**src/common/mem_stage_pkg.sv**
```systemverilog
package mem_stage_pkg;

localparam int MEM_OP_W = 4;
localparam int WB_SEL_W = 4;

// Memory operation codes from execute
localparam logic [MEM_OP_W-1:0] MEN_X       = 4'd0; // No memory access
localparam logic [MEM_OP_W-1:0] MEN_LB      = 4'd1;
localparam logic [MEM_OP_W-1:0] MEN_LBU     = 4'd2;
localparam logic [MEM_OP_W-1:0] MEN_LH      = 4'd3;
localparam logic [MEM_OP_W-1:0] MEN_LHU     = 4'd4;
localparam logic [MEM_OP_W-1:0] MEN_LW      = 4'd5;
localparam logic [MEM_OP_W-1:0] MEN_SB      = 4'd6;
localparam logic [MEM_OP_W-1:0] MEN_SH      = 4'd7;
localparam logic [MEM_OP_W-1:0] MEN_SW      = 4'd8;
localparam logic [MEM_OP_W-1:0] MEN_AMOSWAP = 4'd9; // AMOSWAP.W

localparam logic [WB_SEL_W-1:0] WB_X = 4'd0;

// Bubble record
localparam logic [31:0] INST_NOP  = 32'h0000_0013; // addi x0, x0, 0
localparam logic [31:0] REGPC_NOP = 32'h0000_0000;

// Data memory sizing and timing
localparam int RAM_WORDS       = 256;
localparam int RAM_ADDR_W      = 8;
localparam int RAM_BUSY_CYCLES = 2;
localparam int RAM_BUSY_W      = $clog2(RAM_BUSY_CYCLES + 1);

// Stage FSM encoding
localparam int STATE_W = 2;
localparam logic [STATE_W-1:0] ST_IDLE       = 2'd0;
localparam logic [STATE_W-1:0] ST_WAIT_READY = 2'd1; // Command held until accepted
localparam logic [STATE_W-1:0] ST_WAIT_READ  = 2'd2; // Waiting on rdata_valid

// One data word seen whole, as halfwords or as bytes
typedef union packed {
    logic [31:0]      word;
    logic [1:0][15:0] half;
    logic [3:0][7:0]  bytes;
} mem_word_t;

endpackage

```
**src/common/mem_cmd_if.sv**
```systemverilog
`timescale 1ns/1ps

interface mem_cmd_if;

logic        start;
logic        write;
logic        ready;       // Low while the memory is busy
logic [31:0] addr;
logic [31:0] wdata;
logic [31:0] wmask;       // Set bits take wdata
logic [31:0] rdata;
logic        rdata_valid; // One cycle after an accepted read

modport stage (
    output start,
    output write,
    output addr,
    output wdata,
    output wmask,
    input  ready,
    input  rdata,
    input  rdata_valid
);

modport ram (
    input  start,
    input  write,
    input  addr,
    input  wdata,
    input  wmask,
    output ready,
    output rdata,
    output rdata_valid
);

endinterface

```
**src/memory_stage/memory_stage.sv**
```systemverilog
`timescale 1ns/1ps

module memory_stage (
    input  logic                                clk,
    input  logic                                rst_n,
    input  logic                                flush,

    input  logic [31:0]                         in_pc,
    input  logic [31:0]                         in_inst,
    input  logic [31:0]                         in_rs2_data,
    input  logic [31:0]                         in_alu_out,
    input  logic [mem_stage_pkg::MEM_OP_W-1:0]  in_mem_op,
    input  logic                                in_rf_wen,
    input  logic [mem_stage_pkg::WB_SEL_W-1:0]  in_wb_sel,
    input  logic [4:0]                          in_wb_addr,

    output logic [31:0]                         wb_read_data,
    output logic [31:0]                         wb_pc,
    output logic [31:0]                         wb_inst,
    output logic [31:0]                         wb_alu_out,
    output logic                                wb_rf_wen,
    output logic [mem_stage_pkg::WB_SEL_W-1:0]  wb_sel,
    output logic [4:0]                          wb_addr,
    output logic                                stall,

    output logic                                hazard_rf_wen,
    output logic [4:0]                          hazard_wb_addr,

    mem_cmd_if.stage                            mem
);

import mem_stage_pkg::*;

function automatic logic op_is_store(input logic [MEM_OP_W-1:0] op);
    return op inside {MEN_SB, MEN_SH, MEN_SW};
endfunction

// AMOSWAP starts out as a read
function automatic logic op_is_load(input logic [MEM_OP_W-1:0] op);
    return op inside {MEN_LB, MEN_LBU, MEN_LH, MEN_LHU, MEN_LW, MEN_AMOSWAP};
endfunction

function automatic logic [31:0] op_wmask(input logic [MEM_OP_W-1:0] op);
    case (op)
        MEN_SB:  return 32'h0000_00ff;
        MEN_SH:  return 32'h0000_ffff;
        default: return 32'hffff_ffff;
    endcase
endfunction

function automatic logic [31:0] load_extend(input logic [MEM_OP_W-1:0] op,
                                            input logic [31:0]         data);
    mem_word_t w;
    w.word = data;
    case (op)
        MEN_LB:              return {{24{w.bytes[0][7]}}, w.bytes[0]};
        MEN_LBU:             return {24'd0, w.bytes[0]};
        MEN_LH:              return {{16{w.half[0][15]}}, w.half[0]};
        MEN_LHU:             return {16'd0, w.half[0]};
        MEN_LW, MEN_AMOSWAP: return w.word;
        default:             return 32'hffff_ffff;
    endcase
endfunction

logic [STATE_W-1:0]  state;
logic [STATE_W-1:0]  state_nxt;
logic [STATE_W-1:0]  eff_state;
logic                is_idle;
logic                done;
logic                amo_rd_done;

// Incoming record after flush squashing
logic [31:0]         live_pc;
logic [31:0]         live_inst;
logic [31:0]         live_rs2;
logic [31:0]         live_alu;
logic [MEM_OP_W-1:0] live_op;
logic                live_rf_wen;
logic [WB_SEL_W-1:0] live_wb_sel;
logic [4:0]          live_wb_addr;
logic                live_store;
logic                live_load;

// Record held while an access is pending
logic [31:0]         sv_pc;
logic [31:0]         sv_inst;
logic [31:0]         sv_rs2;
logic [31:0]         sv_alu;
logic [MEM_OP_W-1:0] sv_op;
logic                sv_rf_wen;
logic [WB_SEL_W-1:0] sv_wb_sel;
logic [4:0]          sv_wb_addr;
logic [31:0]         sv_rdata;     // Old word of a swap
logic                sv_store;

assign live_pc      = flush ? REGPC_NOP     : in_pc;
assign live_inst    = flush ? INST_NOP      : in_inst;
assign live_rs2     = flush ? 32'hffff_ffff : in_rs2_data;
assign live_alu     = flush ? 32'hffff_ffff : in_alu_out;
assign live_op      = flush ? MEN_X         : in_mem_op;
assign live_rf_wen  = flush ? 1'b0          : in_rf_wen;
assign live_wb_sel  = flush ? WB_X          : in_wb_sel;
assign live_wb_addr = flush ? 5'd0          : in_wb_addr;

assign live_store = op_is_store(live_op);
assign live_load  = op_is_load(live_op);
assign sv_store   = op_is_store(sv_op);

// Flush abandons whatever access was pending
assign eff_state = flush ? ST_IDLE : state;
assign is_idle   = eff_state == ST_IDLE;

assign amo_rd_done = (eff_state == ST_WAIT_READ) && mem.rdata_valid && (sv_op == MEN_AMOSWAP);

always_comb begin
    state_nxt = eff_state;
    done      = 1'b0;
    case (eff_state)
        ST_IDLE: begin
            if (live_store) begin
                done      = mem.ready;
                state_nxt = mem.ready ? ST_IDLE : ST_WAIT_READY;
            end else if (live_load) begin
                state_nxt = mem.ready ? ST_WAIT_READ : ST_WAIT_READY;
            end else begin
                done = 1'b1;
            end
        end
        ST_WAIT_READY: begin
            if (mem.ready) begin
                done      = sv_store;
                state_nxt = sv_store ? ST_IDLE : ST_WAIT_READ;
            end
        end
        ST_WAIT_READ: begin
            if (mem.rdata_valid) begin
                done      = !amo_rd_done;
                state_nxt = amo_rd_done ? ST_WAIT_READY : ST_IDLE; // Swap goes on to its write
            end
        end
        default: state_nxt = ST_IDLE;
    endcase
end

assign stall = !done;

// Command comes from the live record in idle, else from the saved copy
assign mem.start = is_idle ? (live_store || live_load) : (eff_state == ST_WAIT_READY);
assign mem.write = is_idle ? live_store : ((eff_state == ST_WAIT_READY) && sv_store);
assign mem.addr  = is_idle ? live_alu : sv_alu;
assign mem.wdata = is_idle ? live_rs2 : sv_rs2;
assign mem.wmask = op_wmask(is_idle ? live_op : sv_op);

assign hazard_rf_wen  = is_idle ? live_rf_wen  : sv_rf_wen;
assign hazard_wb_addr = is_idle ? live_wb_addr : sv_wb_addr;

always_ff @(posedge clk) begin
    if (!rst_n) begin
        state <= ST_IDLE;
    end else begin
        state <= state_nxt;
    end
end

always_ff @(posedge clk) begin
    if (is_idle && (state_nxt != ST_IDLE)) begin
        sv_pc      <= live_pc;
        sv_inst    <= live_inst;
        sv_rs2     <= live_rs2;
        sv_alu     <= live_alu;
        sv_op      <= live_op;
        sv_rf_wen  <= live_rf_wen;
        sv_wb_sel  <= live_wb_sel;
        sv_wb_addr <= live_wb_addr;
        sv_rdata   <= 32'hffff_ffff;
    end else if (amo_rd_done) begin
        sv_op    <= MEN_SW;     // rs2 written to the same word
        sv_rdata <= mem.rdata;
    end
end

always_ff @(posedge clk) begin
    if (!rst_n || !done) begin
        wb_read_data <= 32'hffff_ffff;
        wb_pc        <= REGPC_NOP;
        wb_inst      <= INST_NOP;
        wb_alu_out   <= 32'hffff_ffff;
        wb_rf_wen    <= 1'b0;
        wb_sel       <= WB_X;
        wb_addr      <= 5'd0;
    end else if (is_idle) begin
        wb_read_data <= 32'hffff_ffff; // Never a load here
        wb_pc        <= live_pc;
        wb_inst      <= live_inst;
        wb_alu_out   <= live_alu;
        wb_rf_wen    <= live_rf_wen;
        wb_sel       <= live_wb_sel;
        wb_addr      <= live_wb_addr;
    end else begin
        wb_read_data <= (eff_state == ST_WAIT_READ) ? load_extend(sv_op, mem.rdata) : sv_rdata;
        wb_pc        <= sv_pc;
        wb_inst      <= sv_inst;
        wb_alu_out   <= sv_alu;
        wb_rf_wen    <= sv_rf_wen;
        wb_sel       <= sv_wb_sel;
        wb_addr      <= sv_wb_addr;
    end
end

endmodule

```
**src/flat_wrapper.sv**
```systemverilog
// flat-port wrapper written by rule: the top's interface ports become plain ports
module memory_stage_flat import mem_stage_pkg::*;
  (clk, rst_n, flush, in_pc, in_inst, in_rs2_data, in_alu_out, in_mem_op, in_rf_wen, in_wb_sel, in_wb_addr, wb_read_data, wb_pc, wb_inst, wb_alu_out, wb_rf_wen, wb_sel, wb_addr, stall, hazard_rf_wen, hazard_wb_addr, mem_start, mem_write, mem_addr, mem_wdata, mem_wmask, mem_ready, mem_rdata, mem_rdata_valid);
  mem_cmd_if mem_i ();
  input  logic clk;
  input  logic rst_n;
  input  logic flush;
  input  logic [31:0] in_pc;
  input  logic [31:0] in_inst;
  input  logic [31:0] in_rs2_data;
  input  logic [31:0] in_alu_out;
  input  logic [mem_stage_pkg::MEM_OP_W-1:0] in_mem_op;
  input  logic in_rf_wen;
  input  logic [mem_stage_pkg::WB_SEL_W-1:0] in_wb_sel;
  input  logic [4:0] in_wb_addr;
  output logic [31:0] wb_read_data;
  output logic [31:0] wb_pc;
  output logic [31:0] wb_inst;
  output logic [31:0] wb_alu_out;
  output logic wb_rf_wen;
  output logic [mem_stage_pkg::WB_SEL_W-1:0] wb_sel;
  output logic [4:0] wb_addr;
  output logic stall;
  output logic hazard_rf_wen;
  output logic [4:0] hazard_wb_addr;
  output wire logic [$bits(mem_i.start)-1:0] mem_start;
  output wire logic [$bits(mem_i.write)-1:0] mem_write;
  output wire logic [$bits(mem_i.addr)-1:0] mem_addr;
  output wire logic [$bits(mem_i.wdata)-1:0] mem_wdata;
  output wire logic [$bits(mem_i.wmask)-1:0] mem_wmask;
  input wire logic [$bits(mem_i.ready)-1:0] mem_ready;
  input wire logic [$bits(mem_i.rdata)-1:0] mem_rdata;
  input wire logic [$bits(mem_i.rdata_valid)-1:0] mem_rdata_valid;
  assign mem_start = mem_i.start;
  assign mem_write = mem_i.write;
  assign mem_addr = mem_i.addr;
  assign mem_wdata = mem_i.wdata;
  assign mem_wmask = mem_i.wmask;
  assign mem_i.ready = mem_ready;
  assign mem_i.rdata = mem_rdata;
  assign mem_i.rdata_valid = mem_rdata_valid;
  memory_stage u_core (.clk(clk), .rst_n(rst_n), .flush(flush), .in_pc(in_pc), .in_inst(in_inst), .in_rs2_data(in_rs2_data), .in_alu_out(in_alu_out), .in_mem_op(in_mem_op), .in_rf_wen(in_rf_wen), .in_wb_sel(in_wb_sel), .in_wb_addr(in_wb_addr), .wb_read_data(wb_read_data), .wb_pc(wb_pc), .wb_inst(wb_inst), .wb_alu_out(wb_alu_out), .wb_rf_wen(wb_rf_wen), .wb_sel(wb_sel), .wb_addr(wb_addr), .stall(stall), .hazard_rf_wen(hazard_rf_wen), .hazard_wb_addr(hazard_wb_addr), .mem(mem_i));
endmodule
```
**config.mk**
```make
export PLATFORM = sky130hd
export DESIGN_NAME = memory_stage_flat
export DESIGN_NICKNAME = d
export VERILOG_FILES = /design/src/common/mem_stage_pkg.sv /design/src/common/mem_cmd_if.sv /design/src/memory_stage/memory_stage.sv /design/src/flat_wrapper.sv
export SDC_FILE = /design/constraint.sdc
export NUM_CORES = 1
export LEC_CHECK = 0
export BUFFER_PORTS_ARGS = -buffer_cell sky130_fd_sc_hd__buf_2
export CORE_AREA = 2 2 170 172
export CTS_BUF_LIST = sky130_fd_sc_hd__clkbuf_8
export CTS_CLUSTER_DIAMETER = 40
export CTS_CLUSTER_SIZE = 30
export DETAILED_ROUTE_END_ITERATION = 8
export DIE_AREA = 0 0 172 174
export PLACE_DENSITY = 0.7
export SLEW_MARGIN = 10
export SYNTH_ARGS = -nofsm -noshare
export SYNTH_HDL_FRONTEND = slang
export SYNTH_SLANG_ARGS = --single-unit
```
**constraint.sdc**
```tcl
create_clock -name clk -period 6.51 [get_ports clk]
set_input_delay 0.3255 -clock clk [delete_from_list [all_inputs] [get_ports clk]]
set_output_delay 0.3255 -clock clk [all_outputs]
set_load 0.1 [all_outputs]
```
Yosys cells after proc, flatten, opt, wreduce, memory -nomap -nowiden
Cells that the tools add are included.
{"block": "totals", "regBits": 314, "out_inout_bits": 243, "elab_cells": 94}
{"block": "op_classes", "n_eq_ne": 22, "muxes": 38, "reduce_logical": 17}
{"operator": "$mux W32", "count": 9}
{"operator": "$pmux W32 S5", "count": 1}
{"operator": "$pmux W32 S2", "count": 1}
{"operator": "$eq A4 B3 Y1 const B", "count": 10}
{"operator": "$mux W4", "count": 6}
{"operator": "$eq A4 B2 Y1 const B", "count": 4}
{"operator": "$eq A4 B4 Y1 const B", "count": 4}
{"operator": "$mux W2", "count": 7}
{"operator": "$mux W1", "count": 10}
{"operator": "$mux W5", "count": 2}
{"operator": "$eq A4 B1 Y1 const B", "count": 2}
{"operator": "$pmux W2 S3", "count": 1}
{"operator": "$reduce_bool A3 Y1", "count": 2}
{"operator": "$reduce_bool A6 Y1", "count": 1}
{"operator": "$logic_and A1 B1 Y1", "count": 4}
{"operator": "$reduce_bool A2 Y1", "count": 2}
{"operator": "$reduce_or A2 Y1", "count": 2}
{"operator": "$logic_not A1 Y1", "count": 3}
{"operator": "$pmux W1 S3", "count": 1}
{"operator": "$eq A2 B1 Y1 const B", "count": 1}
{"operator": "$eq A2 B2 Y1 const B", "count": 1}
{"operator": "$logic_not A2 Y1", "count": 1}
{"operator": "$logic_or A1 B1 Y1", "count": 2}

Logic depth before layout (Yosys ltp)
Gate-level depths: netlist of the first run.
{"block": "depth", "word_depth": 10, "mapped_depth": 9, "depth_no_buf": 6}

Worst setup path after synthesis of the first run
OpenSTA, ideal clock, no wires.
{"block": "synth_timing", "path_type": "reg-to-reg", "start": "register u_core.state[0]", "end": "register u_core.sv_alu[0] (enable)", "setup_ns": 0.492, "arrival_ns": 4.292, "setup_slack_ns": 1.726, "stages_incl_launch_ff": 8, "synth_period_minus_slack_ns": 4.784, "path_cell_list": "dfxtp_1 -> clkbuf_1 -> nor3b_2 -> nand3_1 -> o41a_1 -> o21a_1 -> buf_2 -> inv_1"}
{"block": "synth_between", "elab_chain_len": 9}
{"item": "start: declaration", "line_no": "memory_stage.sv:65", "source": "logic [STATE_W-1:0] state;"}
{"item": "start signal: assignment", "line_no": "memory_stage.sv:161", "source": "state <= state_nxt;"}
{"item": "$mux W2 *", "line_no": "memory_stage.sv:110", "source": "assign eff_state = flush ? ST_IDLE : state;"}
{"item": "$eq A2 B2 Y1", "line_no": "memory_stage.sv:113, memory_stage.sv:118"}
{"item": "$logic_and A1 B1 Y1 (2 in a row)", "line_no": "memory_stage.sv:113", "source": "assign amo_rd_done = (eff_state == ST_WAIT_READ) && mem.rdata_valid && (sv_op == MEN_AMOSWAP);"}
{"item": "$mux W1", "line_no": "memory_stage.sv:138", "source": "state_nxt = amo_rd_done ? ST_WAIT_READY : ST_IDLE;"}
{"item": "$mux W2", "line_no": "memory_stage.sv:136", "source": "if (mem.rdata_valid) begin"}
{"item": "$pmux W2 S3", "line_no": "memory_stage.sv:118", "source": "case (eff_state)"}
{"item": "$reduce_bool A2 Y1", "line_no": "memory_stage.sv:166", "source": "if (is_idle && (state_nxt != ST_IDLE)) begin"}
{"item": "$logic_and A1 B1 Y1 *", "line_no": "memory_stage.sv:166"}
{"item": "end signal: assignment", "line_no": "memory_stage.sv:170", "source": "sv_alu <= live_alu;"}
{"item": "end: declaration", "line_no": "memory_stage.sv:88", "source": "logic [31:0] sv_alu;"}
Mark *: on every way between the ends. The rest lies on a longest branch, timed or not.
A chain may end at the register's enable or synchronous reset.

Final worst setup path of the first run
{"block": "layout_timing", "start": "input flush", "end": "output mem_addr[7]"}
{"block": "layout_between", "elab_chain_len": 3}
{"item": "start: declaration", "line_no": "flat_wrapper.sv:7", "source": "input logic flush;"}
{"item": "$mux W2", "line_no": "memory_stage.sv:110"}
{"item": "$logic_not A2 Y1", "line_no": "memory_stage.sv:111", "source": "assign is_idle = eff_state == ST_IDLE;"}
{"item": "$mux W32 *", "line_no": "memory_stage.sv:150", "source": "assign mem.addr = is_idle ? live_alu : sv_alu;"}
{"item": "end: declaration", "line_no": "flat_wrapper.sv:28", "source": "output wire logic [$bits(mem_i.addr)-1:0] mem_addr;"}
Marks and branches as above.

==> results of run 1 <==
==> cells by family (layout without fill, tap and decap cells) <==
kind of cell,count (synthesis),after routing,share of synthesized area [%]
AND/OR/NAND/NOR,400,400,15.8
flip-flops,314,314,62.1
multiplexers,136,136,11.3
buffers and inverters,135,567,5.57
AO/OA/AOI/OAI,101,101,5.02
XOR/XNOR,2,2,0.141
other,1,11,0.0302
==> routing by layer <==
layer | part of all wire [%] | wire [um] | up-vias
met2 | 50 | 16000 | 385
li1 | - | - | 4464
met1 | 40 | 12900 | 4309
met4 | 2.3 | 729 | 2
met5 | 0.040 | 13 | -
met3 | 8.2 | 2650 | 52
==> area by class of cell <==
| class | instances | area (um2) | share of cell area, % |
|---|---|---|---|
| sequential | 314 | 7710 | 48.5 |
| multi-input combinational | 647 | 4080 | 25.7 |
| timing repair buffer | 456 | 2500 | 15.7 |
| clock buffer | 42 | 578 | 3.64 |
| tap | 384 | 480 | 3.03 |
| clock inverter | 32 | 385 | 2.43 |
| inverter | 37 | 144 | 0.906 |
| antenna | 3 | 7.51 | 0.0473 |
==> sequential cells by signal (all words and copies together) (netlist names) <==
signal               cells
u_core.sv_rdata         32
u_core.sv_wb_addr        5
u_core.sv_alu           32
u_core.sv_rf_wen         1
u_core.wb_rf_wen         1
u_core.sv_op             4
u_core.wb_sel            4
u_core.sv_rs2           32
u_core.sv_inst          32
u_core.wb_addr           5
u_core.wb_inst          32
u_core.wb_pc            32
u_core.wb_read_data     32
u_core.wb_alu_out       32
u_core.state             2
u_core.sv_wb_sel         4
u_core.sv_pc            32
==> synthesized netlist by cell type, types with 2 or more instances <==
master,count,area share (%)
o22a_1,2,0.14
nand3_1,18,0.73
o22ai_1,9,0.45
nor2b_1,73,3.7
o21ai_1,2,0.081
nand3b_1,2,0.12
o21ai_0,23,0.93
a21oi_1,38,1.5
clkbuf_1,35,1.1
buf_1,9,0.27
mux2_2,38,3.4
and2_1,9,0.45
nor2_1,157,4.7
or2_2,35,1.8
a211oi_1,16,0.97
buf_2,15,0.60
buf_6,6,0.54
inv_1,37,1.1
o21a_1,2,0.12
nand2_1,56,1.7
nand2b_1,38,1.9
nor3_1,5,0.20
edfxtp_1,142,34
dfxtp_1,172,28
buf_4,32,1.9
mux2i_1,98,7.9
==> power breakdown <==
part	internal (uW)	leakage [uW]	switching, uW
registers	2160	0.00271	30.9
clock network	857	0.000495	816
logic	185	0.00385	756
==> critical path, stage by stage <==
cell     delay (ns)
buf_4          0.61
inv_1          0.26
o21ai_4        0.14
buf_4          0.75
nor2_1         0.09
a21oi_1        0.26
buf_2          0.48
==> worst max-delay path by stage <==
stage / startpoint / to
after detailed placement: flush / mem_addr[7]
after global placement: flush / mem_addr[7]
after floorplan: u_core.state[0] / u_core.sv_alu[0]
after CTS: flush / mem_addr[7]
after global routing: flush / mem_addr[7]
final: flush / mem_addr[7]
==> stage by stage <==
stage	hold WS, ns	util (%)	instance area, um2	worst slack [ns]
6_report	0.0353	56.2	15900	3.17
5_1_grt	0.00504	56.2	15900	2.94
4_1_cts	0.000810	56.2	15900	3.21
3_5_place_dp	0.457	51.6	14600	3.22
3_3_place_gp	0.448	51.6	14600	3.27
2_1_floorplan	0.438	-	12400	1.73
==> impl_metrics.json, run 1 <==
{
  "cp_max_fo": 86,
  "hold_violations": 0,
  "r2r-start": "u_core.sv_op[1]",
  "dp.cells": 1805,
  "crit_path_end_kind": "output pin",
  "fin_setup_tns_ns": 0,
  "via_per_inst": 4.81,
  "portBuffers": 413,
  "cts_inserted_buffers": 40,
  "root_buffer": "clkbuf_8",
  "start_util_pct": 44.0,
  "worst_clock_skew_ns": 0.0309,
  "num_vias": 9212,
  "ctsHoldBuffers": 33,
  "post-route-period-util_pct": 51.3,
  "rows": 62,
  "slew_headroom_pct": 26.2,
  "drive_gt1_share_pct": 37.6,
  "yosysSeqAreaShare_pct": 62.1,
  "yosysUniqueCellTypes": 46,
  "powerDensity_nw_per_um2": 303,
  "max_cap_violations": 0,
  "synth_edf_count": 142,
  "grt_pass1_vias": 8918,
  "yosys_warnings": 0,
  "io_pins": 422,
  "clkTransAtPathRegs_ns": 0.09,
  "drv_slew": 0,
  "fmaxAchievable_mhz": 299,
  "layout_common_cells": "412 x buf_2, 172 x dfxtp_1, 157 x nor2_1, 142 x edfxtp_1, 98 x mux2i_1",
  "clockBufferDepth": 3,
  "rsz0062_at_grt": "false",
  "layout_commonest_cell": "buf_2",
  "first_iter_violations": 533,
  "vdd_drop_max_v": 0.000194,
  "numClockSinks": 314,
  "async_reset_ff_share_pct": 0,
  "drt-total-wl_um": 32300,
  "clk_latency_ns": 0.56,
  "die_w_um": 172,
  "overflow": 0,
  "dieArea_um2": 29900,
  "use_met2_pct": 35.2,
  "syn_to_final_growth_pct": 27.9,
  "grt_use_met3_pct": 5.51,
  "worstMarginPinSlew_ns": 1.10,
  "synth_area_um2": 12400,
  "post-cts-setup-buffers": 0,
  "critPathLaunchType": "input port",
  "period_minus_slack_ns": 3.34,
  "drc_errors": 0,
  "post_cts_resized": 0,
  "holdPathEnd": "u_core.sv_alu[29]",
  "leakage_uw": 0.00705,
  "reg2reg_depth": 5,
  "grtUsageTotal_pct": 20.5,
  "dp_hpwl_um": 21700,
  "hp-class": "in -> reg",
  "cp_data_required_time_ns": 6.18,
  "power_uw": 4810,
  "rrSetupSlack_ns": 3.41,
  "crit_type": "in -> out",
  "setup_viol": 0,
  "synth_ff_type": "dfxtp_1",
  "r2r-end": "u_core.wb_read_data[12]",
  "status": "finished clean",
  "busiest_layer": "met2",
  "grt_use_met1_pct": 25.1,
  "final_cells": 1915,
  "cts_max_level": 2,
  "ant_nets": 0,
  "grt_pass1_wl_um": 48200,
  "synth-seq-cells": 314,
  "fillers": 2477,
  "avgSynthCellArea_um2": 11.4,
  "synthCells": 1089,
  "first_pass_iters": 5,
  "wl_per_cell_um": 16.9,
  "place.gp.congestion": 0.820,
  "cp.arrival_ns": 3.02,
  "cts_tree": "yes",
  "worstHoldStart": "in_alu_out[29]",
  "nets": 1675,
  "hold_depth": 3,
  "grt_max_degree": 90,
  "coreArea_um2": 28200,
  "dieHeight_um": 174,
  "antenna_found_initial": 5
}
Power figures use the tool's default switching activity.
==> inputs of run 2 (changes only) <==
PLACE_DENSITY = 0.73   (was 0.7)
clock period = 2.7 ns   (was 6.51 ns; I/O delays follow)
==> impl_metrics.json, run 2 (synthesis gave the netlist of run 1 again) <==
{
  "layout_common_cells": "354 x buf_2, 177 x dlygate4sd3_1, 172 x dfxtp_1, 156 x nor2_1, 142 x edfxtp_1",
  "max_cap_violations": 0,
  "status": "finished clean",
  "place.gp.congestion": 0.794,
  "drt-total-wl_um": 35100,
  "dp_hpwl_um": 22000,
  "crit_type": "reg -> out",
  "fmaxAchievable_mhz": 388,
  "fin_setup_tns_ns": 0,
  "use_met2_pct": 39.6,
  "ant_nets": 0,
  "dieHeight_um": 174,
  "clkTransAtPathRegs_ns": 0.09,
  "slew_headroom_pct": 50.3,
  "hold_ws_ns": 0.0623,
  "post-place-ws_ns": 0.254,
  "grt_pass1_wl_um": 54300,
  "overflow": 0,
  "rows": 62,
  "die_w_um": 172,
  "post-route-period-util_pct": 95.5,
  "drc_errors": 0,
  "nets": 1840,
  "crit_slowest_cell": "or4b_4",
  "dp.cells": 1817,
  "path_cells": "or4b_4 > a2111o_1 > nand2_2 > nor2_1 > buf_4",
  "grt_max_degree": 79,
  "worst_clock_skew_ns": 0.0308,
  "setup_viol": 0,
  "busiest_layer": "met2",
  "cts_max_level": 2,
  "final_cells": 2078,
  "path_buf_inv": 1,
  "io_pins": 422,
  "portBuffers": 413,
  "cp.arrival_ns": 2.44,
  "grt_use_met1_pct": 27.8,
  "critPathLaunchType": "flop",
  "clockBufferDepth": 3,
  "layout_commonest_cell": "buf_2",
  "dieArea_um2": 29900,
  "wl_per_cell_um": 16.9,
  "hold_violations": 0,
  "first_pass_iters": 5,
  "root_buffer": "clkbuf_8",
  "cp_data_required_time_ns": 2.57,
  "grtUsageTotal_pct": 22.9,
  "worstMarginPinSlew_ns": 0.746,
  "drv_slew": 0,
  "fillers": 2068,
  "clk_latency_ns": 0.56,
  "coreArea_um2": 28200,
  "setup_ws_ns": 0.121,
  "cp_max_fo": 3,
  "via_per_inst": 4.86,
  "period_minus_slack_ns": 2.58,
  "numClockSinks": 314,
  "syn_to_final_growth_pct": 48.0,
  "crit_path_end_kind": "output pin",
  "critPathTopFamily": "simple AND/OR/NAND/NOR gates",
  "drive_gt1_share_pct": 37.7,
  "grt_use_met3_pct": 4.92,
  "grt_pass1_vias": 10300,
  "leakage_uw": 0.00811,
  "cts_inserted_buffers": 40,
  "hp-class": "in -> reg",
  "slowest_delay_ns": 0.55,
  "vdd_drop_max_v": 0.000501,
  "start_util_pct": 44.0,
  "first_iter_violations": 588,
  "rsz0062_at_grt": "false",
  "cts_tree": "yes",
  "powerDensity_nw_per_um2": 644,
  "num_vias": 10100,
  "antenna_found_initial": 0
}
## run 2: path summary, 6_finish.rpt
path	endpoint	startpoint	slack, ns	cells past startpoint
hold / removal	u_core.sv_alu[2]	flush	0.06	3
hold reg to reg	u_core.wb_read_data[14]	u_core.sv_rdata[14]	0.47	2
setup / recovery	stall	u_core.sv_op[0]	0.12	5
setup reg to reg	u_core.sv_wb_addr[1]	u_core.sv_op[1]	0.24	7
## run 2: worst reg2reg max path: stages (launching register included)
cell and delay (ns):
edfxtp_1 0.42, buf_4 0.19, nor4bb_1 0.44, nand3_2 0.13
o41a_1 0.14, o21a_1 0.21, clkinvlp_4 0.12, buf_12 0.31
## run 2: per-layer routing
layer	up-vias	routed length, um	share of wire [%]
met3	91	2580	7.3
met2	413	17300	49
met5	-	0	0
li1	4788	-	-
met4	0	1220	3.5
met1	4815	14000	40
## run 2: power by group
| group | internal, uW | switching, uW |
|---|---|---|
| logic | 755 | 1930 |
| clock network | 1850 | 2010 |
| registers | 5210 | 64.1 |
## run 2: area by class of cell
class	count	area [um2]	share of cell area, %
Inverter	37	143	0.776
Antenna cell	1	2.50	0.0136
Clock buffer	41	564	3.07
Clock inverter	33	347	1.89
Multi-Input combinational cell	647	4250	23.1
Sequential cell	314	7710	41.9
Tap cell	384	480	2.61
Timing Repair Buffer	621	4880	26.6
## run 2: repair_timing
item | in CTS | in global routing
cloned | 1 | 0
endpoints found under the setup margin | 20 | 17
hold buffers | 177 | 0
buffers inserted | 7 | 1
endpoints found under the hold margin | 254 | 0
gates resized for setup | 20 | 1
pin swaps | 2 | 0
## run 2: metrics by stage
stage / total power (uW) / util [%] / area [um2]
after floorplan: 7230 / - / 12600
after global placement: 7790 / 54.9 / 15500
after detailed placement: 7820 / 54.9 / 15500
after CTS: 11900 / 65.0 / 18300
after global routing: 12300 / 65.1 / 18400
final: 11800 / 65.1 / 18400
==> inputs of run 3 (changes only) <==
PLACE_DENSITY = 0.7   (was 0.73)
clock period = 2.9 ns   (was 2.7 ns; I/O delays follow)
==> impl_metrics.json, run 3 (synthesis gave the netlist of run 1 again) <==
{
  "status": "finished clean",
  "grt_pass1_wl_um": 51400,
  "drv_slew": 0,
  "internal_power_uw": 7570,
  "cts_max_level": 2,
  "clockPowerShare_pct": 34.7,
  "io_pins": 422,
  "busiest_layer": "met2",
  "dp_hpwl_um": 21100,
  "switching_share_pct": 32.3,
  "drc_errors": 0,
  "first_pass_iters": 5,
  "fmaxAchievable_mhz": 356,
  "cp_max_fo": 7,
  "numClockSinks": 314,
  "use_met2_pct": 37.1,
  "coreArea_um2": 28200,
  "fin_setup_tns_ns": 0,
  "crit_path_end_kind": "output pin",
  "critPathTopFamily": "simple AND/OR/NAND/NOR gates",
  "vdd_drop_max_v": 0.000413,
  "dieHeight_um": 174,
  "cp_data_required_time_ns": 2.76,
  "place.gp.congestion": 0.786,
  "syn_to_final_growth_pct": 44.1,
  "grtUsageTotal_pct": 21.6,
  "drive_gt1_share_pct": 37.3,
  "grt_use_met1_pct": 26.6,
  "slew_headroom_pct": 38.2,
  "root_buffer": "clkbuf_8",
  "setup_viol": 0,
  "start_util_pct": 44.0,
  "post-place-ws_ns": 0.448,
  "die_w_um": 172,
  "cp.arrival_ns": 2.66,
  "clkTransAtPathRegs_ns": 0.08,
  "overflow": 0,
  "ant_nets": 0,
  "rrSetupSlack_ns": 0.44,
  "first_iter_violations": 652,
  "worst_clock_skew_ns": 0.0223,
  "layout_commonest_cell": "buf_2",
  "portBuffers": 413,
  "grt_use_met3_pct": 3.98,
  "post-route-period-util_pct": 96.8,
  "path_cells": "or4b_4 > a2111o_1 > nand2_1 > nor2_1 > buf_2",
  "dieArea_um2": 29900,
  "path_buf_inv": 1,
  "max_cap_violations": 0,
  "crit_slowest_cell": "or4b_4",
  "drt-total-wl_um": 34000,
  "setup_ws_ns": 0.0942,
  "period_minus_slack_ns": 2.81,
  "antenna_found_initial": 2,
  "num_vias": 9940,
  "leakage_uw": 0.00789,
  "worstMarginPinSlew_ns": 0.927,
  "crit_type": "reg -> out",
  "p_seq_share_pct": 44.1,
  "rsz0062_at_grt": "true",
  "layout_common_cells": "394 x buf_2, 177 x dlygate4sd3_1, 172 x dfxtp_1, 157 x nor2_1, 142 x edfxtp_1",
  "hold_violations": 0,
  "rows": 62,
  "clockBufferDepth": 3,
  "cts_tree": "yes",
  "power.share.combinational_pct": 21.3,
  "powerDensity_nw_per_um2": 625,
  "hp-class": "in -> reg",
  "critPathLaunchType": "flop",
  "via_per_inst": 4.79,
  "grt_max_degree": 83,
  "p_sw_uw": 3610,
  "slowest_delay_ns": 0.58,
  "grt_pass1_vias": 9857,
  "cts_inserted_buffers": 43,
  "nets": 1834,
  "clk_latency_ns": 0.55,
  "wl_per_cell_um": 16.3
}
==> run 3: cell types whose count changed in the layout (fill, tap and decap cells not counted), moves of 3 or more <==
cell	change
buf_12	-31
clkinvlp_4	-3
buf_2	+40
clkbuf_8	+9
buf_4	-20
inv_8	-4
clkbuf_4	+3
==> run 3: repair_timing <==
item / in CTS / in global routing
setup buffers: 0 / 5
hold endpoints to repair: 236 / 0
gates resized for setup: 0 / 4
hold buffers: 177 / 0
setup endpoints to repair: 0 / 17
==> run 3: path summary, 6_finish.rpt <==
check / startpoint / to / cells after the start
max reg2reg: u_core.sv_op[0] / u_core.wb_pc[20] / 6
min reg2reg: u_core.sv_rdata[14] / u_core.wb_read_data[14] / 2
min: in_mem_op[0] / u_core.sv_op[0] / 3
max: u_core.sv_op[0] / stall / 5
==> run 3: final cells by class <==
class / count / area (um2)
flip-flops and latches: 314 / 7710
repair buffers: 612 / 4300
fillers: 2181 / 10400
diodes: 3 / 7.51
clock buffers: 50 / 688
clock inverters: 30 / 325
well taps: 384 / 480
multi-input cells: 647 / 4230
inverters: 37 / 143
==> run 3: power by group through the flow <==
stage	logic (uW)	clock network, uW	registers [uW]
2_1_floorplan	1190	0	5540
3_3_place_gp	2160	0	5020
3_5_place_dp	2170	0	5020
4_1_cts	2360	3970	4920
5_1_grt	2480	4170	4940
6_report	2380	3870	4920
==> run 3: per-layer routing <==
layer	up-vias	wire (um)
li1	4783	-
met1	4701	13700
met2	375	16900
met3	81	2060
met4	0	1280
met5	-	0
==> run 3: metrics by stage <==
step / area (um2) / total power (uW) / cells / hold slack [ns] / util, %
2_1_floorplan: 12600 / 6730 / 1096 / 0.268 / -
3_3_place_gp: 15000 / 7170 / 1812 / 0.370 / 53.3
3_5_place_dp: 15000 / 7190 / 1812 / 0.376 / 53.3
4_1_cts: 17800 / 11300 / 2069 / 0.00610 / 63.1
5_1_grt: 17900 / 11600 / 2076 / 0.0349 / 63.3
6_report: 17900 / 11200 / 2077 / 0.0332 / 63.3
==> run 3: worst min-delay path, cell delays in order <==
cell and delay (ns):
buf_2 0.12, inv_1 0.08, nor2_1 0.11
